<file path="src/design/flow_table_pkg.sv">
`default_nettype none

package flow_table_pkg;

    localparam int KEY_W     = 32;
    localparam int QID_W     = 8;

    // Table geometry
    localparam int FT_WAYS   = 4;
    localparam int FT_AWIDTH = 3;
    localparam int FT_DEPTH  = 8;

    // Entry is {valid, key, qid}
    localparam int ENTRY_W   = 1 + KEY_W + QID_W;

    // One odd multiplier per way, way 0 in the low word
    localparam logic [FT_WAYS-1:0][31:0] HASH_MULT = {
        32'h27D4EB2F, 32'hC2B2AE3D, 32'h85EBCA77, 32'h9E3779B1
    };

    localparam logic [QID_W-1:0] QID_DROP = '1;

    // Placement FSM encoding
    localparam logic [1:0] ST_IDLE   = 2'd0;
    localparam logic [1:0] ST_READ   = 2'd1;
    localparam logic [1:0] ST_DECIDE = 2'd2;
    localparam logic [1:0] ST_WRITE  = 2'd3;

endpackage

`default_nettype wire

</file>
<file path="src/design/key_hasher.sv">
`timescale 1ns/1ns
`default_nettype none

module key_hasher (
    input  logic                                                       clk,
    input  logic                                                       rst,
    input  logic                                                       in_valid,
    input  logic [flow_table_pkg::KEY_W-1:0]                           in_key,
    output logic                                                       out_valid,
    output logic [flow_table_pkg::KEY_W-1:0]                           out_key,
    output logic [flow_table_pkg::FT_WAYS*flow_table_pkg::FT_AWIDTH-1:0] out_idx
);

    localparam int AW = flow_table_pkg::FT_AWIDTH;

    logic [flow_table_pkg::FT_WAYS*AW-1:0] idx_next;

    // Index is the top bits of the truncated product
    for (genvar w = 0; w < flow_table_pkg::FT_WAYS; w++) begin : g_way
        logic [31:0] prod;
        assign prod = in_key * flow_table_pkg::HASH_MULT[w];
        assign idx_next[w*AW +: AW] = prod[31 -: AW];
    end

    always_ff @(posedge clk) begin
        if (rst) begin
            out_valid <= 1'b0;
        end else begin
            out_valid <= in_valid;
        end
    end

    always_ff @(posedge clk) begin
        if (in_valid) begin
            out_key <= in_key;
            out_idx <= idx_next;
        end
    end

endmodule

`default_nettype wire

</file>
<file path="config.mk">
export PLATFORM = sky130hd
export DESIGN_NAME = key_hasher
export DESIGN_NICKNAME = d
export VERILOG_FILES = /design/src/design/flow_table_pkg.sv /design/src/design/key_hasher.sv
export SDC_FILE = /design/constraint.sdc
export NUM_CORES = 2
export LEC_CHECK = 0
export ABC_AREA = 1
export ABC_CLOCK_PERIOD_IN_PS = 9000
export BUFFER_PORTS_ARGS = -buffer_cell sky130_fd_sc_hd__buf_4
export CORE_ASPECT_RATIO = 1.5
export CORE_UTILIZATION = 24
export CTS_CLUSTER_SIZE = 10
export DETAILED_ROUTE_END_ITERATION = 16
export HOLD_SLACK_MARGIN = 0.15
export PLACE_DENSITY_LB_ADDON = 0.1
export SLEW_MARGIN = 10
export SYNTH_ARGS = -nofsm -noshare
export SYNTH_HDL_FRONTEND = slang
export SYNTH_SLANG_ARGS = --single-unit
</file>
<file path="constraint.sdc">
create_clock -name clk -period 9 [get_ports clk]
set_clock_uncertainty 0.05 [all_clocks]
set_input_delay 1.35 -clock clk [delete_from_list [all_inputs] [get_ports clk]]
set_output_delay 1.35 -clock clk [all_outputs]
set_load 0.01 [all_outputs]
</file>
==> impl_table.tex <==
\begin{tabular}{lr}
\hline
Metric & Value \\
\hline
\multicolumn{2}{l}{\textbf{Outcome}} \\
Outcome & finished clean \\
\multicolumn{2}{l}{\textbf{Final layout}} \\
Number of nets in the layout & 5038 \\
Highest-count cells in the layout ignoring fill and taps & inv\_1, fa\_1, ha\_1 \\
Most frequent standard cell in the layout excluding fill and tap cells & inv\_1 \\
Final non-filler cell total & $\sim$5400 \\
Fraction of final layout cells with drive strength greater than 1 & 4.59\% \\
Layout Area Growth over Synthesis & 10.4\% \\
\multicolumn{2}{l}{\textbf{GRT}} \\
Final global-route overflow total & 0 \\
Largest net degree at the start of global routing & 46 \\
GR Util All Layers & between 20\% and 30\% \\
Via count of the first global-routing pass & 26700 \\
Number of antenna violations at the first check in global routing & 4 \\
Wire length of the first global-routing pass & 223000 um \\
\multicolumn{2}{l}{\textbf{Worst setup path}} \\
Critical path start-end classification & in2reg \\
Cell repeated most along the worst path & fa\_1 \\
Critical path data arrival time & roughly 8 ns \\
Peak fanout along the critical path & 11 \\
Endpoint class of the critical path & register \\
Critical Path RT & about 9.1 ns \\
Crit path max-delay family & adder cells \\
Worst path max stage delay & 0.74 ns \\
Crit path max-delay cell type & fa\_1 \\
Critical path, cell by cell & buf\_4 -> inv\_1 -> fa\_1 -> fa\_1 -> fa\_1 -> fa\_1 -> fa\_1 -> fa\_1 -> inv\_1 -> fa\_1 -> fa\_1 -> ha\_1 -> nand2\_1 -> inv\_1 -> nand3\_1 -> inv\_1 -> nand2\_1 -> nor2\_1 -> nand3\_1 -> nand2\_1 -> inv\_1 -> nand2\_1 -> nand2\_1 \\
Crit path buf inv count & 6 \\
Startpoint class of the critical path & input pin \\
\multicolumn{2}{l}{\textbf{Synth}} \\
Number of distinct library cell variants in the gate-level netlist after synthesis & 38 \\
Share of flip-flops with an asynchronous set or reset & 0\% \\
Number of flops mapped to enable cells by yosys & 44 \\
Average size of a mapped cell & 9.57 um2 \\
Predominant post-synthesis flop cell & edfxtp\_1 \\
Post-Syn Nets & between 4000 and 5000 \\
Number of standard cells after synthesis & 3484 \\
Part of the Yosys area used for sequential elements & 4.02\% \\
Number of warning messages in the yosys log & 0 \\
Post-synth design cell area & between 30000 and 40000 um2 \\
Seq cells post-synth & 45 \\
\multicolumn{2}{l}{\textbf{STA}} \\
Count of pins over their slew limit & 0 \\
Measured slew at the worst slew-check pin & 1.03 ns \\
Setup TNS & 0 ns \\
Final period utilization & approximately nine tenths \\
Setup repair after global routing missed its margin & false \\
Worst slew margin relative to its limit & about a third \\
Min cycle time layout & 8.01 ns \\
Number of setup violations in the final report & 0 \\
Highest attainable clock frequency & 125 MHz \\
Final Hold Vio Count & 0 \\
\multicolumn{2}{l}{\textbf{Clocking}} \\
Total clock buffers created by CTS & 5 \\
\# clock sinks & 45 \\
Clock root buffer & clkbuf\_16 \\
CTS tree & done \\
Post-CTS Setup Inserts & 0 \\
Clock transition at the register clock pins on the worst setup and hold paths after CTS & $\sim$0.13 ns \\
Number of buffers inserted by hold repair at cts & 0 \\
Gates resized, CTS repair & 0 \\
Longest Clk Path Bufs & 2 \\
Maximum level of the CTS H-tree & 2 \\
\multicolumn{2}{l}{\textbf{Die}} \\
Site row count & 167 \\
Placeable core region & 138000 um2 \\
Die W & 306 um \\
Overall die area & 140000 um2 \\
Number of primary I/O pins & 80 \\
Die outline height & 458 um \\
Starting density of the core & roughly 24\% \\
\multicolumn{2}{l}{\textbf{Placement}} \\
Detail Placement HPWL & $\sim$150000 um \\
Number of placed instances, taps included & $\sim$5400 \\
GP Congestion & 1.04 \\
Number of buffers inserted by port buffering & 79 \\
\multicolumn{2}{l}{\textbf{Min path}} \\
Path category of the worst min-delay check & in2reg \\
\multicolumn{2}{l}{\textbf{Route}} \\
Total DRC errors in the routed layout & 0 \\
Final wirelength & 163000 um \\
Post-DRT Antenna Nets & 0 \\
Via count normalized by instance count & 4.31 \\
Via Count & 23300 \\
Detailed-router iteration count before antenna repair & 5 \\
Drt wl/cell & $\sim$30 um \\
Starting DRC count in detailed routing & 1152 \\
\multicolumn{2}{l}{\textbf{Job}} \\
Count of max-cap constraint violations & 0 \\
\hline
\end{tabular}
-- layer usage --
metal / GRT usage, % / part of all wire [%] / wire [um] / vias up
met1: 25.7 / 36 / 59400 / 12200
met4: 15.9 / 8.1 / 13200 / 2
li1: - / - / - / 10300
met5: 0 / 0.0080 / 13 / -
met2: 44.3 / 53 / 86400 / 524
met3: 2.00 / 2.4 / 3940 / 262
-- cells by family (layout without fill, tap and decap cells) --
kind of cell    count (synthesis)  after routing  synth area share (%)
fa+ha+maj                    1368           1368                  70.0
buf+inv                      1353           1505                  15.2
simple gates                  503            503                  6.41
compound gates                148            148                  2.49
xor+xnor                       67             67                  1.84
flops                          45             45                  4.02
other cells                     0              2                     0
-- Yosys cell counts, types with 2 or more instances --
master | instances | share of area, %
inv_1 | 1345 | 15
fa_1 | 828 | 50
ha_1 | 540 | 20
nand2_1 | 307 | 3.5
nand3_1 | 85 | 1.3
a21oi_1 | 79 | 1.2
nor2_1 | 58 | 0.65
edfxtp_1 | 44 | 4.0
xnor2_1 | 37 | 0.97
o21ai_0 | 34 | 0.51
xor2_1 | 28 | 0.74
nand3b_1 | 15 | 0.34
nand4_1 | 9 | 0.17
nor3_1 | 9 | 0.14
inv_2 | 8 | 0.090
a21o_1 | 5 | 0.11
o2111ai_1 | 5 | 0.13
or2_1 | 5 | 0.094
nand2_2 | 4 | 0.075
nand2b_1 | 4 | 0.075
nor4_1 | 4 | 0.075
a211oi_1 | 3 | 0.068
a21boi_0 | 3 | 0.068
a31oi_1 | 3 | 0.056
o211ai_1 | 3 | 0.068
o21ai_1 | 3 | 0.045
o21bai_1 | 3 | 0.068
a221oi_1 | 2 | 0.053
o21a_1 | 2 | 0.045
-- layout make-up --
cell class	count	area (um2)
multi-input combinational	2086	26900
clock inverter	3	25.0
timing repair buffer	144	1090
clock buffer	5	125
fill	14900	101000
antenna	2	5.00
inverter	1353	5080
tap	1774	2220
sequential	45	1340
-- path summary, 6_finish.rpt --
| kind | start | end | depth (start not counted) |
|---|---|---|---|
| worst max-delay path | in_key[13] | out_idx[5] | 23 |
| worst min-delay path | rst | out_valid | 2 |
-- through the flow --
step	hold slack (ns)	cell area, um2	utilization [%]	worst slack (ns)
6_report	1.04	36800	26.7	0.988
5_1_grt	1.04	36800	26.7	0.848
4_1_cts	1.03	36800	26.7	1.11
3_5_place_dp	1.46	36600	26.6	0.639
3_3_place_gp	1.46	36600	26.6	0.564
2_1_floorplan	1.37	33300	-	1.91
-- registers in the layout, indices dropped and copies added (netlist names) --
register / cells
out_idx: 12
out_key: 32
out_valid: 1
Power is not shown: default switching activity piles up to over one toggle a cycle in this logic, so the estimate is an artifact.
