### config.mk
export PLATFORM = sky130hd
export DESIGN_NAME = lookup_matcher_flat
export DESIGN_NICKNAME = d
export VERILOG_FILES = /design/src/design/flow_table_pkg.sv /design/src/design/flow_table_if.sv /design/src/design/lookup_matcher.sv /design/src/flat_wrapper.sv
export SDC_FILE = /design/constraint.sdc
export NUM_CORES = 1
export LEC_CHECK = 0
export ABC_AREA = 0
export BUFFER_PORTS_ARGS = -buffer_cell sky130_fd_sc_hd__buf_2
export CORE_UTILIZATION = 40
export DETAILED_ROUTE_END_ITERATION = 6
export GPL_TIMING_DRIVEN = 0
export PLACE_DENSITY = 0.8
export SLEW_MARGIN = 20
export SYNTH_ARGS = -nofsm -noshare
export SYNTH_HDL_FRONTEND = slang
export SYNTH_SLANG_ARGS = --single-unit
### constraint.sdc
create_clock -name clk -period 2.9 [get_ports clk]
set_input_delay 0.145 -clock clk [delete_from_list [all_inputs] [get_ports clk]]
set_output_delay 0.145 -clock clk [all_outputs]
set_load 0.02 [all_outputs]
### src/design/flow_table_pkg.sv
`default_nettype none

package flow_table_pkg;

    localparam int KEY_W     = 32;
    localparam int QID_W     = 8;

    // Table geometry
    localparam int FT_WAYS   = 4;
    localparam int FT_AWIDTH = 3;
    localparam int FT_DEPTH  = 8;

    // Entry is {valid, key, qid}
    localparam int ENTRY_W   = 1 + KEY_W + QID_W;

    // One odd multiplier per way, way 0 in the low word
    localparam logic [FT_WAYS-1:0][31:0] HASH_MULT = {
        32'h27D4EB2F, 32'hC2B2AE3D, 32'h85EBCA77, 32'h9E3779B1
    };

    localparam logic [QID_W-1:0] QID_DROP = '1;

    // Placement FSM encoding
    localparam logic [1:0] ST_IDLE   = 2'd0;
    localparam logic [1:0] ST_READ   = 2'd1;
    localparam logic [1:0] ST_DECIDE = 2'd2;
    localparam logic [1:0] ST_WRITE  = 2'd3;

endpackage

`default_nettype wire

### src/design/flow_table_if.sv
`timescale 1ns/1ns
`default_nettype none

interface flow_table_if;

    // Per-way indices and read data, way 0 in the low bits
    logic [flow_table_pkg::FT_WAYS*flow_table_pkg::FT_AWIDTH-1:0] addr;
    logic                                                       rden;
    logic [flow_table_pkg::FT_WAYS-1:0]                         wr_way;
    logic [flow_table_pkg::ENTRY_W-1:0]                         wdata;
    logic [flow_table_pkg::FT_WAYS*flow_table_pkg::ENTRY_W-1:0]   rdata;

    modport lookup (output addr, rden, input rdata);
    modport place (output addr, rden, wr_way, wdata, input rdata);

    // Memory side
    modport ram_read (input addr, rden, output rdata);
    modport ram_write (input addr, rden, wr_way, wdata, output rdata);

endinterface

`default_nettype wire

### src/design/lookup_matcher.sv
`timescale 1ns/1ns
`default_nettype none

module lookup_matcher (
    input  logic                                                       clk,
    input  logic                                                       rst,
    input  logic                                                       hash_valid,
    input  logic [flow_table_pkg::KEY_W-1:0]                           hash_key,
    input  logic [flow_table_pkg::FT_WAYS*flow_table_pkg::FT_AWIDTH-1:0] hash_idx,
    flow_table_if.lookup                                               bus,
    output logic                                                       result_valid,
    output logic [flow_table_pkg::KEY_W-1:0]                           result_key,
    output logic [flow_table_pkg::QID_W-1:0]                           result_qid
);

    localparam int EW = flow_table_pkg::ENTRY_W;
    localparam int QW = flow_table_pkg::QID_W;

    logic                               rd_valid;
    logic [flow_table_pkg::KEY_W-1:0]   rd_key;
    logic [flow_table_pkg::FT_WAYS-1:0] hit;
    logic [QW-1:0]                      way_qid [flow_table_pkg::FT_WAYS];
    logic [QW-1:0]                      match_qid;

    assign bus.rden = hash_valid;
    assign bus.addr = hash_idx;

    always_ff @(posedge clk) begin
        if (rst) begin
            rd_valid <= 1'b0;
        end else begin
            rd_valid <= hash_valid;
        end
    end

    // Key rides along with the RAM read
    always_ff @(posedge clk) begin
        if (hash_valid) begin
            rd_key <= hash_key;
        end
    end

    for (genvar w = 0; w < flow_table_pkg::FT_WAYS; w++) begin : g_way
        logic [EW-1:0] entry;
        assign entry = bus.rdata[w*EW +: EW];
        assign hit[w] = entry[EW-1] && (entry[QW +: flow_table_pkg::KEY_W] == rd_key);
        assign way_qid[w] = entry[QW-1:0];
    end

    // Lowest matching way wins
    always_comb begin
        match_qid = flow_table_pkg::QID_DROP;
        for (int w = flow_table_pkg::FT_WAYS - 1; w >= 0; w--) begin
            if (hit[w]) begin
                match_qid = way_qid[w];
            end
        end
    end

    always_ff @(posedge clk) begin
        if (rst) begin
            result_valid <= 1'b0;
        end else begin
            result_valid <= rd_valid;
        end
    end

    always_ff @(posedge clk) begin
        if (rd_valid) begin
            result_key <= rd_key;
            result_qid <= match_qid;
        end
    end

endmodule

`default_nettype wire

### src/flat_wrapper.sv
// flat-port wrapper written by rule: the top's interface ports become plain ports
module lookup_matcher_flat 
  (clk, rst, hash_valid, hash_key, hash_idx, result_valid, result_key, result_qid, bus_addr, bus_rden, bus_rdata);
  flow_table_if bus_i ();
  input  logic clk;
  input  logic rst;
  input  logic hash_valid;
  input  logic [flow_table_pkg::KEY_W-1:0] hash_key;
  input  logic [flow_table_pkg::FT_WAYS*flow_table_pkg::FT_AWIDTH-1:0] hash_idx;
  output logic result_valid;
  output logic [flow_table_pkg::KEY_W-1:0] result_key;
  output logic [flow_table_pkg::QID_W-1:0] result_qid;
  output wire logic [$bits(bus_i.addr)-1:0] bus_addr;
  output wire logic [$bits(bus_i.rden)-1:0] bus_rden;
  input wire logic [$bits(bus_i.rdata)-1:0] bus_rdata;
  assign bus_addr = bus_i.addr;
  assign bus_rden = bus_i.rden;
  assign bus_i.rdata = bus_rdata;
  lookup_matcher u_core (.clk(clk), .rst(rst), .hash_valid(hash_valid), .hash_key(hash_key), .hash_idx(hash_idx), .bus(bus_i), .result_valid(result_valid), .result_key(result_key), .result_qid(result_qid));
endmodule
==> results of run 1 <==
[power by group]
part           switching, mW  internal, mW  total (mW)  leakage, nW
clock                  0.395         0.470       0.865        0.106
combinational          0.267         0.304       0.571         1.81
sequential             0.106          1.26        1.37        0.718
total                  0.768          2.04        2.81         2.64
[final cells by class]
cell class | count | area (um2)
Fill cell | 781 | 3760
Sequential cell | 74 | 2200
Multi-Input combinational cell | 228 | 1770
Timing Repair Buffer | 286 | 1620
Clock buffer | 13 | 169
Tap cell | 133 | 166
Buffer | 17 | 128
Clock inverter | 3 | 46.3
Inverter | 3 | 11.3
[stage by stage]
stage	cell area (um2)	instances
3_5_place_dp	5560	708
2_1_floorplan	4100	322
5_1_grt	6110	757
3_3_place_gp	5530	707
6_report	6110	757
4_1_cts	6100	757
[sequential cells by signal, indices dropped and copies added, names as in the netlist]
| name | cells |
|---|---|
| u_core.result_key | 32 |
| u_core.result_valid | 1 |
| u_core.result_qid | 8 |
| u_core.rd_valid | 1 |
| u_core.rd_key | 32 |
[worst max-delay path by stage]
stage	from	to	slack, ps	cells past startpoint
global route	u_core.rd_key[18]	u_core.result_qid[5]	20	7
floorplan	u_core.rd_key[0]	u_core.result_qid[0]	900	6
CTS	u_core.rd_key[22]	u_core.result_qid[5]	80	6
finish	u_core.rd_key[22]	u_core.result_qid[3]	220	6
global placement	u_core.rd_key[22]	u_core.result_qid[3]	150	6
detailed placement	u_core.rd_key[22]	u_core.result_qid[3]	140	6
[kinds of logic (layout without fill, tap and decap cells)]
kind of cell	after synthesis	in the layout	synth area share, %
DFF	74	74	53.7
AOI/OAI and AO/OA	19	19	3.75
xor gates and xnor gates	125	125	26.9
buffers and inverters	20	322	3.39
and+or+nand+nor	84	84	12.3
[cell usage in the layout, fill, tap and decap left out, types with 2 or more instances in the layout]
master         netlist  layout
nand2_1              3       3
nor3_1               3       3
xor2_1              55      55
o32ai_1              7       7
a21boi_0             7       7
and4_1               7       7
nor4_1              16      15
and3_1               2       2
nand4_1             16      16
nor2_1              23      23
clkbuf_1             2       3
dlygate4sd3_1        0      33
clkbuf_8             0      12
buf_4               13      13
nand3_1              6       6
nor4_2               1       2
nor2b_1              2       2
inv_1                3       3
buf_2                0     252
edfxtp_1            72      72
buf_6                2       2
xnor2_1             69      69
[layer usage]
metal / part of all wire (%) / track usage [%] / up-vias
li1: - / - / 1755
met1: 36 / 28.3 / 1725
met2: 53 / 47.8 / 228
met3: 8.8 / 9.21 / 33
met4: 2.3 / 10.4 / 0
met5: 0 / 0 / -
[timing repair]
item / in CTS / in global routing
setup endpoints to repair: 0 / 7
hold endpoints to repair: 34 / 0
resized for setup: 0 / 1
buffers inserted: 0 / 0
hold buffers: 33 / 0
[worst max-delay path, cell delays in order (launching register included)]
cell	delay (ps)
edfxtp_1	570
xor2_1	240
nor4_2	430
nand4_1	250
nor3_4	430
nand2b_1	330
o32ai_1	160
==> flow_summary_export.csv, run 1 <==
group,metric,value,unit
floorplanning,fp-row-count,36,
yosys,synth_most_common_cell,"edfxtp_1",
floorplanning,core-area,9860,um2
setup_path,arrival,2770,ps
yosys,synth_edf_count,72,
sta,finClkSkew,10.7,ps
yosys,synth_async_sr_flop_share,0,%
place,pre_cts_ws,139,ps
clocking,root_buffer,"clkbuf_8",
yosys,yosysTopAreaCellShare,52.7,%
power_and_ir_drop,p_per_area,459,nW/um2
route,wl_per_cell,18.7,um
route,routed_wirelength,14100,um
sta,fin_ws,221,ps
sta,fmax,373,MHz
route,dr.pass1.iters,4,
place,gp_congestion,0.829,
global_routing,first_global_vias,3810,
setup_path,critPathRequiredTime,2990,ps
yosys,netlist_instances,322,
route,dr_total_vias,3741,
power_and_ir_drop,ir_drop,0.494,mV
setup_path,worst_r2r_endpoint,"u_core.result_qid[3]",
setup_path,cp_max_fo,10,
sta,timing.hold.ws,142,ps
place,io_buffer_count,252,
power_and_ir_drop,leakagePower,2.64,nW
yosys,avgSynthCellArea,12.7,um2
sta,max_slew_margin,42.8,%
yosys,netlist_area,4100,um2
global_routing,grt_pass1_wl,19600,um
route,via_per_inst,4.94,
clocking,cts_buffers,9,
route,postRouteAntennaNets,0,
floorplanning,dieArea,10700,um2
floorplanning,initial_utilization,41.6,%
min_path,worstHoldEndpoint,"u_core.result_qid[7]",
yosys,post-synth-top-area-cell,"edfxtp_1",
cells_and_area,final_util,61.9,%
setup_path,critPathLaunchType,"register",
global_routing,antenna_found_initial,0,
yosys,yosys_warnings,0,
sta,tns,0,ps
yosys,syn_nets,533,
sta,finalCritPeriodShare,92.4,%
yosys,synth-main-ff-cell,"edfxtp_1",
sta,period_needed,2680,ps
clocking,htreeDepth,3,
cells_and_area,drive_above_1_share,46.6,%
yosys,ys_types,31,
sta,grt_setup_unrepaired,"no",
sta,tightest_slew,858,ps
clocking,clkSinkCount,74,
flow_run,cap_violations,0,
setup_path,rr_startpoint,"u_core.rd_key[22]",
floorplanning,ios,265,
yosys,yosys-top-cells-area,"edfxtp_1 53%, xnor2_1 15%, xor2_1 12%",
cells_and_area,antennaDiodeCount,0,
route,drt_iter0_drc,107,
clocking,cts_buffer_depth,2,
setup_path,rrSetupSlack,220,ps
setup_path,cp-end-kind,"register",
place,dp_hpwl,10800,um
cells_and_area,fin_nets,830,
outcome,status,"finished, final reports clean",
cells_and_area,area.growth.synth_to_final,49.0,%
sta,timing.final.hold_violations,0,
clocking,clk_pin_slew_worst_paths,80,ps
floorplanning,fp.dieH,103,um
clocking,cts_tree,"yes",
yosys,synth-seq-cells,74,
global_routing,grt_max_degree,35,
global_routing,grt.overflow.total,0,
clocking,clkLatencyLatePin,360,ps
floorplanning,die_w,103,um
min_path,hold_path.class,"input pin to register",
yosys,synth_common_cells,"72 x edfxtp_1, 69 x xnor2_1, 55 x xor2_1",
sta,setup_viol,0,
setup_path,path_class,"register to register",
sta,drv_slew,0,
min_path,hp-start,"bus_rdata[7]",
setup_path,worstRegToRegCells,6,
global_routing,track_usage,26.4,%
min_path,holdPathStages,3,
route,route.detailed.drc,0,
yosys,ys_seq_area_share,53.7,%
power_and_ir_drop,p_total,2.81,mW
Power figures use the tool's default switching activity.
==> run 2, diff against run 1 <==
--- a/config.mk
+++ b/config.mk
@@ -7,10 +7,13 @@
 export LEC_CHECK = 0
 export ABC_AREA = 0
 export BUFFER_PORTS_ARGS = -buffer_cell sky130_fd_sc_hd__buf_2
-export CORE_UTILIZATION = 40
+export CELL_PAD_IN_SITES_DETAIL_PLACEMENT = 1
+export CELL_PAD_IN_SITES_GLOBAL_PLACEMENT = 2
+export CORE_UTILIZATION = 25
+export CTS_CLUSTER_DIAMETER = 30
 export DETAILED_ROUTE_END_ITERATION = 6
 export GPL_TIMING_DRIVEN = 0
-export PLACE_DENSITY = 0.8
+export PLACE_DENSITY = 0.85
 export SLEW_MARGIN = 20
 export SYNTH_ARGS = -nofsm -noshare
 export SYNTH_HDL_FRONTEND = slang
==> run 2 against run 1 <==
Compared with the run above: combinational power increased by 0.9%; die area rose by 59%; sequential cell count unchanged; clock skew shrank 2.0 ps; sequential share of layout area is 1.1 points lower; first-iteration DRC count grew 13%; total power rose by 7.0%; non-clock buffer count is 2 higher; global-route usage down 6.6 points; design area grew 3.2%; largest cell class unchanged.
==> flow_summary_export.csv, run 2 (synthesis gave the netlist of run 1 again) <==
group,metric,value,unit
clocking,htreeDepth,3,
sta,setup_viol,0,
floorplanning,die_w,130,um
setup_path,cp_max_fo,7,
sta,max_slew_margin,40.1,%
cells_and_area,area.growth.synth_to_final,53.7,%
clocking,root_buffer,"clkbuf_16",
cells_and_area,layout_common_cells,"252 x buf_2, 72 x edfxtp_1, 69 x xnor2_1",
power_and_ir_drop,p_per_area,477,nW/um2
floorplanning,ios,265,
sta,tightest_slew,899,ps
floorplanning,core-area,15900,um2
outcome,status,"finished, final reports clean",
sta,grt_setup_unrepaired,"no",
global_routing,track_usage,19.8,%
sta,period_needed,2750,ps
place,dp_hpwl,13300,um
cells_and_area,drive_above_1_share,47.1,%
cells_and_area,fin_nets,832,
place,gp_congestion,0.802,
route,postRouteAntennaNets,0,
route,drt_iter0_drc,121,
clocking,clkSinkCount,74,
flow_run,cap_violations,0,
route,dr.pass1.iters,5,
floorplanning,dieArea,16900,um2
global_routing,grt_pass1_wl,23700,um
clocking,clkLatencyLatePin,340,ps
cells_and_area,top_regs,"u_core.rd_key: 32 flops, u_core.result_key: 32 flops, u_core.result_qid: 8 flops",
global_routing,grt_max_degree,35,
floorplanning,fp.dieH,130,um
setup_path,path_class,"register to register",
floorplanning,initial_utilization,25.7,%
power_and_ir_drop,leakagePower,2.68,nW
sta,finClkSkew,8.71,ps
setup_path,critPathLaunchType,"register",
route,route.detailed.drc,0,
global_routing,antenna_found_initial,3,
route,wl_per_cell,19.7,um
route,routed_wirelength,16600,um
cells_and_area,final_util,39.5,%
floorplanning,fp-row-count,46,
cells_and_area,layout_commonest_cell,"buf_2",
global_routing,grt.overflow.total,0,
clocking,cts_buffer_depth,2,
sta,timing.final.hold_violations,0,
setup_path,cp-end-kind,"register",
min_path,hold_path.class,"input pin to register",
route,dr_total_vias,3761,
clocking,cts_tree,"yes",
clocking,cts_buffers,9,
global_routing,first_global_vias,4054,
place,io_buffer_count,252,
clocking,clk_pin_slew_worst_paths,60,ps
sta,tns,0,ps
sta,drv_slew,0,
route,via_per_inst,4.46,
setup_path,arrival,2830,ps
sta,finalCritPeriodShare,95.0,%
sta,fmax,363,MHz
setup_path,critPathRequiredTime,2970,ps
power_and_ir_drop,ir_drop,0.275,mV
-- run 2: area by class of cell --
| cell class | count | area [um2] |
|---|---|---|
| inverter | 3 | 11.3 |
| tap | 216 | 270 |
| antenna | 1 | 2.50 |
| clock inverter | 4 | 27.5 |
| clock buffer | 12 | 246 |
| buffer | 17 | 129 |
| multi-input combinational | 228 | 1780 |
| timing repair buffer | 288 | 1630 |
| sequential | 74 | 2200 |
| fill | 1848 | 9640 |
-- run 2: critical path, stage by stage (launching register included) --
cell and delay, ps:
edfxtp_1 550, xor2_1 230, nor4_1 510, nand4_1 310
nor3_4 390, nand2b_1 330, o32ai_1 170
-- run 2: final timing paths --
path                           from                    end  slack [ps]  cells past startpoint
setup / recovery  u_core.rd_key[22]   u_core.result_qid[3]         150                      6
hold / removal         bus_rdata[5]   u_core.result_qid[5]         160                      3
setup reg to reg  u_core.rd_key[22]   u_core.result_qid[3]         150                      6
hold reg to reg   u_core.rd_key[25]  u_core.result_key[25]         460                      0
-- run 2: per-stage QoR --
stage	power (mW)	setup slack, ps	std cells	instance area, um2	hold slack [ps]
4_1_cts	3.05	39.3	840	6280	143
6_report	3.00	146	843	6300	160
3_3_place_gp	1.92	2.68	790	5630	321
2_1_floorplan	1.64	904	322	4100	217
5_1_grt	3.14	0.155	843	6300	173
3_5_place_dp	1.94	-98.7	791	5660	321
-- run 2: layer usage --
layer | vias to the layer above | routed length [um] | GRT usage, %
met5 | - | 0 | 0
met4 | 0 | 278 | 5.88
met1 | 1786 | 6710 | 23.4
met2 | 195 | 8250 | 34.7
li1 | 1760 | - | -
met3 | 20 | 1370 | 5.58
-- run 2: where the power goes --
group,total [mW],internal (mW),switching [mW]
clock,1.05,0.604,0.447
sequential,1.38,1.27,0.111
combinational,0.576,0.305,0.271
total,3.00,2.17,0.829
-- run 2: what timing repair did --
item	4_1_cts	5_1_grt
pin swaps	1	1
endpoints found under the setup margin	8	7
hold endpoints to repair	34	0
gates resized for setup	3	2
buffers inserted	0	2
hold buffers	33	0
