===== src/design/flow_table_pkg.sv =====
`default_nettype none

package flow_table_pkg;

    localparam int KEY_W     = 32;
    localparam int QID_W     = 8;

    // Table geometry
    localparam int FT_WAYS   = 4;
    localparam int FT_AWIDTH = 3;
    localparam int FT_DEPTH  = 8;

    // Entry is {valid, key, qid}
    localparam int ENTRY_W   = 1 + KEY_W + QID_W;

    // One odd multiplier per way, way 0 in the low word
    localparam logic [FT_WAYS-1:0][31:0] HASH_MULT = {
        32'h27D4EB2F, 32'hC2B2AE3D, 32'h85EBCA77, 32'h9E3779B1
    };

    localparam logic [QID_W-1:0] QID_DROP = '1;

    // Placement FSM encoding
    localparam logic [1:0] ST_IDLE   = 2'd0;
    localparam logic [1:0] ST_READ   = 2'd1;
    localparam logic [1:0] ST_DECIDE = 2'd2;
    localparam logic [1:0] ST_WRITE  = 2'd3;

endpackage

`default_nettype wire


===== src/design/flow_table_if.sv =====
`timescale 1ns/1ns
`default_nettype none

interface flow_table_if;

    // Per-way indices and read data, way 0 in the low bits
    logic [flow_table_pkg::FT_WAYS*flow_table_pkg::FT_AWIDTH-1:0] addr;
    logic                                                       rden;
    logic [flow_table_pkg::FT_WAYS-1:0]                         wr_way;
    logic [flow_table_pkg::ENTRY_W-1:0]                         wdata;
    logic [flow_table_pkg::FT_WAYS*flow_table_pkg::ENTRY_W-1:0]   rdata;

    modport lookup (output addr, rden, input rdata);
    modport place (output addr, rden, wr_way, wdata, input rdata);

    // Memory side
    modport ram_read (input addr, rden, output rdata);
    modport ram_write (input addr, rden, wr_way, wdata, output rdata);

endinterface

`default_nettype wire


===== src/design/flow_placer.sv =====
`timescale 1ns/1ns
`default_nettype none

module flow_placer (
    input  logic                                                       clk,
    input  logic                                                       rst,
    input  logic                                                       hash_valid,
    input  logic [flow_table_pkg::KEY_W-1:0]                           hash_key,
    input  logic [flow_table_pkg::FT_WAYS*flow_table_pkg::FT_AWIDTH-1:0] hash_idx,
    input  logic                                                       ctrl_valid,
    input  logic [flow_table_pkg::QID_W-1:0]                           ctrl_qid,
    output logic                                                       ctrl_ready,
    flow_table_if.place                                                bus,
    output logic                                                       ctrl_done,
    output logic                                                       ctrl_full
);

    localparam int EW = flow_table_pkg::ENTRY_W;
    localparam int QW = flow_table_pkg::QID_W;
    localparam int NW = flow_table_pkg::FT_WAYS;

    logic [1:0]                             state;
    logic                                   accept;
    logic [QW-1:0]                          qid_r;
    logic [flow_table_pkg::KEY_W-1:0]       key_r;
    logic [NW*flow_table_pkg::FT_AWIDTH-1:0] idx_r;
    logic [NW-1:0]                          hit;
    logic [NW-1:0]                          empty;
    logic [NW-1:0]                          hit_r;
    logic [NW-1:0]                          empty_r;
    logic [NW-1:0]                          way_sel;

    assign accept = ctrl_valid && ctrl_ready;

    // Indices are held from the read through the write
    assign bus.rden   = (state == flow_table_pkg::ST_READ) && hash_valid;
    assign bus.addr   = (state == flow_table_pkg::ST_READ) ? hash_idx : idx_r;
    assign bus.wdata  = {1'b1, key_r, qid_r};
    assign bus.wr_way = (state == flow_table_pkg::ST_WRITE) ? way_sel : '0;

    for (genvar w = 0; w < NW; w++) begin : g_way
        logic [EW-1:0] entry;
        assign entry = bus.rdata[w*EW +: EW];
        assign hit[w] = entry[EW-1] && (entry[QW +: flow_table_pkg::KEY_W] == key_r);
        assign empty[w] = !entry[EW-1];
    end

    // Lowest hit first, else lowest empty slot
    always_comb begin
        if (|hit_r) begin
            way_sel = hit_r & (~hit_r + 1'b1);
        end else begin
            way_sel = empty_r & (~empty_r + 1'b1);
        end
    end

    always_ff @(posedge clk) begin
        if (rst) begin
            state      <= flow_table_pkg::ST_IDLE;
            ctrl_ready <= 1'b1;
            ctrl_done  <= 1'b0;
            ctrl_full  <= 1'b0;
        end else begin
            ctrl_done <= 1'b0;
            ctrl_full <= 1'b0;
            if (ctrl_done) begin
                ctrl_ready <= 1'b1;
            end
            case (state)
                flow_table_pkg::ST_IDLE: begin
                    if (accept) begin
                        ctrl_ready <= 1'b0;
                        state      <= flow_table_pkg::ST_READ;
                    end
                end
                flow_table_pkg::ST_READ: begin
                    if (hash_valid) begin
                        state <= flow_table_pkg::ST_DECIDE;
                    end
                end
                flow_table_pkg::ST_DECIDE: begin
                    state <= flow_table_pkg::ST_WRITE;
                end
                default: begin
                    // No hit and no empty slot means nothing was written
                    ctrl_done <= 1'b1;
                    ctrl_full <= ~|way_sel;
                    state     <= flow_table_pkg::ST_IDLE;
                end
            endcase
        end
    end

    always_ff @(posedge clk) begin
        if (accept) begin
            qid_r <= ctrl_qid;
        end
        if (bus.rden) begin
            key_r <= hash_key;
            idx_r <= hash_idx;
        end
        if (state == flow_table_pkg::ST_DECIDE) begin
            hit_r   <= hit;
            empty_r <= empty;
        end
    end

endmodule

`default_nettype wire


===== src/flat_wrapper.sv =====
// flat-port wrapper written by rule: the top's interface ports become plain ports
module flow_placer_flat 
  (clk, rst, hash_valid, hash_key, hash_idx, ctrl_valid, ctrl_qid, ctrl_ready, ctrl_done, ctrl_full, bus_addr, bus_rden, bus_wr_way, bus_wdata, bus_rdata);
  flow_table_if bus_i ();
  input  logic clk;
  input  logic rst;
  input  logic hash_valid;
  input  logic [flow_table_pkg::KEY_W-1:0] hash_key;
  input  logic [flow_table_pkg::FT_WAYS*flow_table_pkg::FT_AWIDTH-1:0] hash_idx;
  input  logic ctrl_valid;
  input  logic [flow_table_pkg::QID_W-1:0] ctrl_qid;
  output logic ctrl_ready;
  output logic ctrl_done;
  output logic ctrl_full;
  output wire logic [$bits(bus_i.addr)-1:0] bus_addr;
  output wire logic [$bits(bus_i.rden)-1:0] bus_rden;
  output wire logic [$bits(bus_i.wr_way)-1:0] bus_wr_way;
  output wire logic [$bits(bus_i.wdata)-1:0] bus_wdata;
  input wire logic [$bits(bus_i.rdata)-1:0] bus_rdata;
  assign bus_addr = bus_i.addr;
  assign bus_rden = bus_i.rden;
  assign bus_wr_way = bus_i.wr_way;
  assign bus_wdata = bus_i.wdata;
  assign bus_i.rdata = bus_rdata;
  flow_placer u_core (.clk(clk), .rst(rst), .hash_valid(hash_valid), .hash_key(hash_key), .hash_idx(hash_idx), .ctrl_valid(ctrl_valid), .ctrl_qid(ctrl_qid), .ctrl_ready(ctrl_ready), .bus(bus_i), .ctrl_done(ctrl_done), .ctrl_full(ctrl_full));
endmodule

===== config.mk =====
export PLATFORM = sky130hd
export DESIGN_NAME = flow_placer_flat
export DESIGN_NICKNAME = d
export VERILOG_FILES = /design/src/design/flow_table_pkg.sv /design/src/design/flow_table_if.sv /design/src/design/flow_placer.sv /design/src/flat_wrapper.sv
export SDC_FILE = /design/constraint.sdc
export NUM_CORES = 1
export LEC_CHECK = 0
export BUFFER_PORTS_ARGS = -buffer_cell sky130_fd_sc_hd__buf_4
export CORE_AREA = 2 2 110 112
export CTS_CLUSTER_DIAMETER = 30
export DETAILED_ROUTE_END_ITERATION = 6
export DIE_AREA = 0 0 112 114
export PLACE_DENSITY = 0.7
export SKIP_CTS_REPAIR_TIMING = 1
export SLEW_MARGIN = 40
export SYNTH_ARGS = -nofsm -noshare
export SYNTH_HDL_FRONTEND = slang
export SYNTH_SLANG_ARGS = --single-unit

===== constraint.sdc =====
create_clock -name clk -period 7.6 [get_ports clk]
set_input_delay 1.52 -clock clk [delete_from_list [all_inputs] [get_ports clk]]
set_output_delay 1.52 -clock clk [all_outputs]
set_load 0.01 [all_outputs]

==> results of run 1 <==
[through the flow]
stage          std cells  worst slack (ns)  power [uW]
4_1_cts              711              3.55        1440
6_report             711              3.58        1420
3_3_place_gp         695              3.58         955
3_5_place_dp         695              3.56         968
5_1_grt              711              3.50        1490
2_1_floorplan        302              3.43         734
[synthesized netlist by cell type, drive strengths merged]
library cell / number / share of area, %
a21oi: 1 / 0.13
a31oi: 2 / 0.33
and2: 1 / 0.17
and4b: 1 / 0.27
buf: 2 / 0.33
conb: 1 / 0.10
dfxtp: 5 / 2.7
edfxtp: 60 / 48
ha: 5 / 1.7
inv: 10 / 1.0
mux2: 12 / 3.6
mux2i: 2 / 0.54
nand2: 1 / 0.10
nand2b: 1 / 0.17
nand3: 10 / 1.3
nand4: 4 / 0.67
nor2: 11 / 1.1
nor2b: 1 / 0.17
nor3: 10 / 1.7
nor4: 28 / 4.7
nor4b: 2 / 0.47
o21ai: 4 / 0.54
xnor2: 4 / 0.94
xor2: 124 / 29
[worst max path at each step]
stage	startpoint	end	slack [ns]	cells after the start
2_1_floorplan	hash_valid	bus_rden	3.43	1
3_3_place_gp	hash_valid	bus_rden	3.58	4
3_5_place_dp	hash_valid	bus_rden	3.56	4
4_1_cts	hash_valid	bus_rden	3.55	4
5_1_grt	u_core.state[0]	bus_rden	3.50	4
6_report	hash_valid	bus_rden	3.58	4
[routing by layer]
metal / vias up / track usage, % / share of wire [%] / routed length, um
met5: - / 0 / 0 / 0
met4: 0 / 7.56 / 2.4 / 318
met3: 20 / 5.74 / 7.1 / 963
met2: 159 / 37.0 / 53 / 7120
met1: 1548 / 24.3 / 38 / 5110
li1: 1591 / - / - / -
[registers in the layout, summed over array words and instances (netlist names)]
name	flops
u_core.qid_r	8
u_core.key_r	32
u_core.idx_r	12
u_core.state	2
u_core.hit_r	4
u_core.ctrl_ready	1
u_core.empty_r	4
u_core.ctrl_full	1
u_core.ctrl_done	1
[layout make-up]
cell class	instances	area share, %
repair buffers	248	30.5
well taps	147	3.01
multi-input cells	225	29.3
clock inverters	7	1.68
inverters	10	0.615
clock buffers	9	3.69
flip-flops and latches	65	31.2
[worst max-delay path, delay by kind of cell]
family	cells	cell delay [ns]
buf+inv	3	0.82
simple gates	1	0.12
[power groups by stage]
| stage | clock, uW | sequential (uW) | combinational, uW |
|---|---|---|---|
| 5_1_grt | 491 | 552 | 449 |
| 4_1_cts | 475 | 545 | 419 |
| 3_3_place_gp | 0 | 548 | 406 |
| 3_5_place_dp | 0 | 552 | 416 |
| 6_report | 464 | 544 | 413 |
| 2_1_floorplan | 0 | 537 | 197 |
[cell families after synthesis]
| kind of cell | count (synthesis) |
|---|---|
| flops | 65 |
| mux | 14 |
| compound gates | 7 |
| buf+inv | 12 |
| fa+ha+maj | 5 |
| other cells | 1 |
| xor+xnor | 128 |
| simple gates | 70 |
==> results.json, run 1 <==
{
  "setup.worst_path.start_class": "input port",
  "path_max_fanout": 45,
  "viasPerCell": 4.67,
  "finClkSkew_ns": 0.0105,
  "grt-ovfl-total": 0,
  "portBuffers": 247,
  "r2r_end": "u_core.key_r[7]",
  "yosys_warnings": 0,
  "synth_simple_gate_area_share_pct": 10.9,
  "die-height_um": 114,
  "placedInstanceArea_um2": 5770,
  "setup_viol": 0,
  "design_area_um2": 6100,
  "max_cap_viol_count": 0,
  "syn2layout_area_growth_pct": 63.2,
  "syn_nets": 527,
  "wirelength_um": 13500,
  "route.detailed.drc": 0,
  "power.density_nw_per_um2": 233,
  "antenna_found_initial": 0,
  "cts_max_level": 3,
  "gp_congestion": 0.819,
  "post-dp-hpwl_um": 11100,
  "row_count": 40,
  "fin_nets": 784,
  "fp.dieArea_um2": 12800,
  "via_count": 3318,
  "synth_cell_types": 26,
  "wl_per_cell_um": 19.0,
  "syn_area_um2": 3740,
  "swShare_pct": 31.0,
  "core_um2": 11700,
  "hold_violations": 0,
  "syn_inst": 302,
  "synth_compound_area_share_pct": 1.00,
  "crit_top_cell": "buf_4",
  "finalMaxSlewViolations": 0,
  "ys_ff_latch": 65,
  "fillers": 1096,
  "hp-start": "u_core.ctrl_done",
  "r2r_cells": 4,
  "grtUsageTotal_pct": 20.9,
  "dieWidth_um": 112,
  "internal_power_uw": 981,
  "min_delay_worst_endpoint": "u_core.ctrl_ready",
  "critPathKind": "input port to output port",
  "tns_ns": 0,
  "cts_buffers": 9,
  "status": "finished, final reports clean",
  "cts_tree": "done",
  "clk_pin_slew_ns": 0.06,
  "seqPwrFrac_pct": 38.3,
  "final_common_cell": "buf_4",
  "critPathArrivalTime_ns": 2.50,
  "final_cell_mix": "buf_4 (248), xor2_1 (124), edfxtp_1 (60), nor4_1 (28), mux2_2 (12)",
  "p_leak_uw": 0.00270,
  "ios": 281,
  "cts_root_buffer": "clkbuf_16",
  "drive_gt1_share_pct": 49.6,
  "ant_nets": 0,
  "synthMuxAreaShare_pct": 4.15,
  "vdd_ir_drop_max_mv": 0.103,
  "grt_start_max_net_pins": 46,
  "synth-seq-area-share_pct": 50.9,
  "rsz0062_at_grt": "no",
  "slowest_stage": "buf_4",
  "fin_util_pct": 52.1,
  "crit_chain": "buf_4, and2_2, buf_4, buf_4",
  "synthAdderAreaFrac_pct": 1.67,
  "period_needed_ns": 4.02,
  "clockBufferDepth": 2,
  "hold_class": "register to register",
  "clkPwrFrac_pct": 32.7,
  "multi_input_area_um2": 1790,
  "tightest_slew_ns": 0.654,
  "seq_area_um2": 1900,
  "slew-limit-headroom_pct": 56.4,
  "fmax_ghz": 0.249,
  "synth_top_family_by_area": "XOR/XNOR gates",
  "cp-end-kind": "output port",
  "grt_pass1_wl_um": 19600,
  "avgSynthCellArea_um2": 12.4,
  "antennaDiodeCount": 0,
  "p_sw_uw": 440,
  "first_pass_iters": 4,
  "synth_xor_area_share_pct": 30.0,
  "whs_path_depth": 2,
  "ff2ff_setup_slack_ns": 5.37,
  "clk_latency_ns": 0.33,
  "first_iter_violations": 118,
  "p_comb_share_pct": 29.0,
  "fin_crit_sh_pct": 52.9,
  "r2r_start": "u_core.state[1]",
  "start_util_pct": 31.9,
  "clock_sinks": 65,
  "slowest_delay_ns": 0.51,
  "fin_hold_ws_ns": 0.491,
  "cp.required_ns": 6.08,
  "grt_pass1_vias": 3502
}
Power figures use the tool's default switching activity.
==> run 2, diff against run 1 <==
CORE_AREA = 2 2 108 110   (was 2 2 110 112)
DIE_AREA = 0 0 110 112   (was 0 0 112 114)
PLACE_DENSITY = 0.72   (was 0.7)
clock period = 4.2 ns   (was 7.6 ns; I/O delays follow)
==> run 2 against run 1 <==
Effect of this change:
- worst setup slack lost 2.1 ns
- die area shrank 3.5%
- first-iteration DRC count shrank 8.5%
- largest power group unchanged
- cell count shrank 0.56%
- utilization grew 2.4 points
==> results.json, run 2 (synthesis gave the netlist of run 1 again) <==
{
  "fillers": 999,
  "period_needed_ns": 2.76,
  "final_common_cell": "buf_4",
  "slowest_stage": "ha_1",
  "tns_ns": 0,
  "hold_violations": 0,
  "cts_buffers": 9,
  "start_util_pct": 33.5,
  "fin_util_pct": 54.5,
  "crit_chain": "inv_1, ha_1, mux2_2, buf_4",
  "fin_crit_sh_pct": 65.7,
  "tightest_slew_ns": 0.632,
  "grt_start_max_net_pins": 45,
  "fp.dieArea_um2": 12300,
  "multi_input_area_um2": 1790,
  "drive_gt1_share_pct": 49.6,
  "finalMaxSlewViolations": 0,
  "die-height_um": 112,
  "fmax_ghz": 0.362,
  "grt_pass1_vias": 3451,
  "power.density_nw_per_um2": 423,
  "max_cap_viol_count": 0,
  "critPathArrivalTime_ns": 1.92,
  "power_uw": 2580,
  "setup_viol": 0,
  "seq_area_um2": 1900,
  "top_regs": "u_core.key_r x32, u_core.idx_r x12, u_core.qid_r x8",
  "critPathKind": "register to output port",
  "viasPerCell": 4.69,
  "cts_max_level": 3,
  "core_um2": 11200,
  "clock_sinks": 65,
  "post-dp-hpwl_um": 11000,
  "slowest_delay_ns": 0.55,
  "largest_reg_flops": 32,
  "first_iter_violations": 108,
  "grt_pass1_wl_um": 19000,
  "syn2layout_area_growth_pct": 63.0,
  "via_count": 3316,
  "status": "finished, final reports clean",
  "route.detailed.drc": 0,
  "cp-end-kind": "output port",
  "grt-ovfl-total": 0,
  "setup.worst_path.start_class": "register",
  "antennaDiodeCount": 0,
  "cts_root_buffer": "clkbuf_16",
  "clk_latency_ns": 0.34,
  "ant_nets": 0,
  "fin_hold_ws_ns": 0.486,
  "dieWidth_um": 110,
  "vdd_ir_drop_max_mv": 0.248,
  "final_cell_mix": "buf_4 (248), xor2_1 (124), edfxtp_1 (60), nor4_1 (28), mux2_2 (12)",
  "fin_nets": 784,
  "dp_slack_ns": 1.81,
  "path_max_fanout": 15,
  "clockBufferDepth": 2,
  "antenna_found_initial": 0,
  "first_pass_iters": 4,
  "ios": 281,
  "finClkSkew_ns": 0.00591,
  "rsz0062_at_grt": "no",
  "wirelength_um": 13400,
  "clk_pin_slew_ns": 0.06,
  "cp.required_ns": 3.36,
  "cts_tree": "done",
  "grtUsageTotal_pct": 21.7,
  "p_leak_uw": 0.00270,
  "portBuffers": 247,
  "wl_per_cell_um": 18.9,
  "slew-limit-headroom_pct": 57.5,
  "largest_register": "u_core.key_r",
  "hold_class": "register to register",
  "row_count": 39,
  "gp_congestion": 0.837,
  "fin_ws_ns": 1.44
}
## run 2: cell count changes in the layout (fill, tap and decap cells not counted)
| cell | delta |
|---|---|
| inv_6 | +2 |
| clkinv_4 | -1 |
| inv_8 | -1 |
## run 2: worst max-delay path, delay by kind of cell, from the launching register on
family | cells | cell delay (ns)
buf+inv | 2 | 0.25
flops | 1 | 0.37
fa+ha+maj | 1 | 0.55
mux | 1 | 0.41
## run 2: routing by layer
layer	share of wire, %	global-route usage, %	vias up
li1	-	-	1586
met1	38	25.1	1570
met2	53	38.4	141
met3	7.3	5.33	19
met4	2.2	7.59	0
met5	0	0	-
## run 2: metrics by stage
| step | instance area (um^2) | std cells |
|---|---|---|
| 6_report | 6090 | 707 |
| 5_1_grt | 6090 | 707 |
| 4_1_cts | 6090 | 707 |
| 3_5_place_dp | 5770 | 691 |
| 3_3_place_gp | 5770 | 691 |
| 2_1_floorplan | 3740 | 302 |
## run 2: area by class of cell
class / count / area share (%)
inverter: 10 / 0.616
clock buffer: 9 / 3.70
multi-input combinational: 225 / 29.3
sequential: 65 / 31.2
timing repair buffer: 248 / 30.6
clock inverter: 7 / 1.64
tap: 143 / 2.94
## run 2: where the power goes
part	total, uW	internal (uW)	switching (uW)
clock	841	526	315
sequential	979	840	139
combinational	757	407	350
## run 2: final timing paths
kind | start | to | slack, ns | cells past startpoint
setup reg to reg | u_core.state[1] | u_core.key_r[7] | 1.93 | 4
setup / recovery | u_core.state[1] | bus_addr[11] | 1.44 | 4
hold reg to reg | u_core.ctrl_done | u_core.ctrl_ready | 0.49 | 2
hold / removal | u_core.ctrl_done | u_core.ctrl_ready | 0.49 | 2
==> run 3, diff against run 2 <==
clock period = 2.6 ns   (was 4.2 ns; I/O delays follow)
==> run 3 against run 2 <==
Effect of this change:
- utilization increased by 0.067 points
- worst setup slack lost 1.3 ns
- hold slack worse by 0.13 ns
- highest routed layer unchanged
- final area grew 0.12%
- critical path type unchanged
- first-iteration DRC count is 21% higher
- clock skew decreased by 0.0014 ns
- clock power rose by 61%
- sequential power is 61% higher
- via count fell by 0.12%
- cell count up 0.14%
- critical path depth shrank 1
- combinational power rose by 61%
==> results.json, run 3 (synthesis gave the netlist of run 1 again) <==
{
  "first_iter_violations": 131,
  "seq_area_um2": 1900,
  "finClkSkew_ns": 0.00453,
  "crit_chain": "ha_1, mux2_2, buf_4",
  "drive_gt1_share_pct": 49.7,
  "fillers": 990,
  "setup.worst_path.start_class": "register",
  "fin_nets": 785,
  "cts_root_buffer": "clkbuf_16",
  "ios": 281,
  "ff2ff_setup_slack_ns": 0.56,
  "viasPerCell": 4.68,
  "r2r_start": "u_core.state[0]",
  "path_max_fanout": 15,
  "route.detailed.drc": 0,
  "die-height_um": 112,
  "fp.dieArea_um2": 12300,
  "slowest_delay_ns": 0.60,
  "core_um2": 11200,
  "final_cell_mix": "buf_4 (249), xor2_1 (124), edfxtp_1 (60), nor4_1 (28), mux2_2 (12)",
  "fin_hold_ws_ns": 0.358,
  "min_delay_worst_endpoint": "u_core.qid_r[6]",
  "r2r_end": "u_core.key_r[7]",
  "grt_pass1_wl_um": 19600,
  "top_regs": "u_core.key_r x32, u_core.idx_r x12, u_core.qid_r x8",
  "slew-limit-headroom_pct": 51.4,
  "clockBufferDepth": 2,
  "grt_pass1_vias": 3628,
  "first_pass_iters": 4,
  "fin_crit_sh_pct": 93.5,
  "post-dp-hpwl_um": 11200,
  "wl_per_cell_um": 18.9,
  "max_cap_viol_count": 0,
  "whs_path_depth": 1,
  "tns_ns": 0,
  "critPathArrivalTime_ns": 1.91,
  "swShare_pct": 31.0,
  "dp.cells": 692,
  "syn2layout_area_growth_pct": 63.2,
  "cts_tree": "done",
  "antenna_found_initial": 0,
  "grt-ovfl-total": 0,
  "final_common_cell": "buf_4",
  "path_buf_inv": 1,
  "fmax_ghz": 0.412,
  "antennaDiodeCount": 0,
  "power.density_nw_per_um2": 681,
  "ant_nets": 0,
  "portBuffers": 247,
  "p_sw_uw": 1290,
  "dieWidth_um": 110,
  "status": "finished, final reports clean",
  "p_leak_uw": 0.00271,
  "r2r_cells": 3,
  "fin_cells": 708,
  "seqPwrFrac_pct": 38.1,
  "internal_power_uw": 2870,
  "clk_pin_slew_ns": 0.06,
  "start_util_pct": 33.5,
  "vdd_ir_drop_max_mv": 0.329,
  "clock_sinks": 65,
  "period_needed_ns": 2.43,
  "finalMaxSlewViolations": 0,
  "power_uw": 4160,
  "largest_register": "u_core.key_r",
  "cts_buffers": 9,
  "row_count": 39,
  "tightest_slew_ns": 0.723,
  "rsz0062_at_grt": "no",
  "setup_viol": 0,
  "hp-start": "ctrl_qid[6]",
  "hold_class": "input port to register",
  "grt_start_max_net_pins": 28,
  "critPathKind": "register to output port",
  "wirelength_um": 13400,
  "grtUsageTotal_pct": 22.1,
  "p_comb_share_pct": 29.4,
  "clkPwrFrac_pct": 32.5,
  "hold_violations": 0,
  "largest_reg_flops": 32,
  "slowest_stage": "ha_1",
  "clk_latency_ns": 0.33,
  "multi_input_area_um2": 1790,
  "cp.required_ns": 2.08,
  "cp-end-kind": "output port",
  "cpLargestDelayFamily": "adder cells",
  "cts_max_level": 3,
  "gp_congestion": 0.846,
  "via_count": 3312
}
-- run 3: area by class of cell --
class                      count  share of cell area [%]
multi-input combinational    225                    29.3
timing repair buffer         249                    30.6
clock inverter                 7                    1.64
inverter                      10                   0.615
tap                          143                    2.93
sequential                    65                    31.2
clock buffer                   9                    3.69
-- run 3: routing by layer --
layer	vias to the layer above	share of wire, %	global-route usage [%]	wire length, um
li1	1588	-	-	-
met1	1555	38	25.4	5130
met2	147	53	38.9	7050
met3	22	6.4	5.21	861
met4	0	2.7	8.69	361
met5	-	0	0	0
-- run 3: through the flow --
stage                     cell area [um^2]  util (%)  setup WS [ns]
final                                 6100      54.6          0.170
after global routing                  6100      54.6         0.0665
after CTS                             6100      54.6          0.149
after detailed placement              5780      51.7          0.528
after global placement                5780      51.7          0.563
after floorplan                       3740         -         0.0553
-- run 3: worst max-delay path by stage --
stage,cells past startpoint,slack [ns],from,endpoint
global route,3,0.07,u_core.state[0],bus_addr[11]
finish,3,0.17,u_core.state[0],bus_addr[11]
detailed placement,3,0.53,u_core.state[0],bus_addr[11]
floorplan,4,0.06,u_core.state[1],bus_rden
CTS,3,0.15,u_core.state[0],bus_addr[11]
global placement,4,0.56,u_core.state[1],bus_addr[0]
-- run 3: worst reg2reg max path, stage by stage, from the launching register on --
cell and delay [ns]:
dfxtp_1 0.41, ha_1 0.60, and2_2 0.30, buf_4 0.37
-- run 3: power by group through the flow --
stage / clock network [uW] / logic, uW / registers [uW]
6_report: 1350 / 1220 / 1580
5_1_grt: 1410 / 1330 / 1610
4_1_cts: 1370 / 1230 / 1580
3_5_place_dp: 0 / 1230 / 1610
3_3_place_gp: 0 / 1190 / 1590
2_1_floorplan: 0 / 576 / 1570
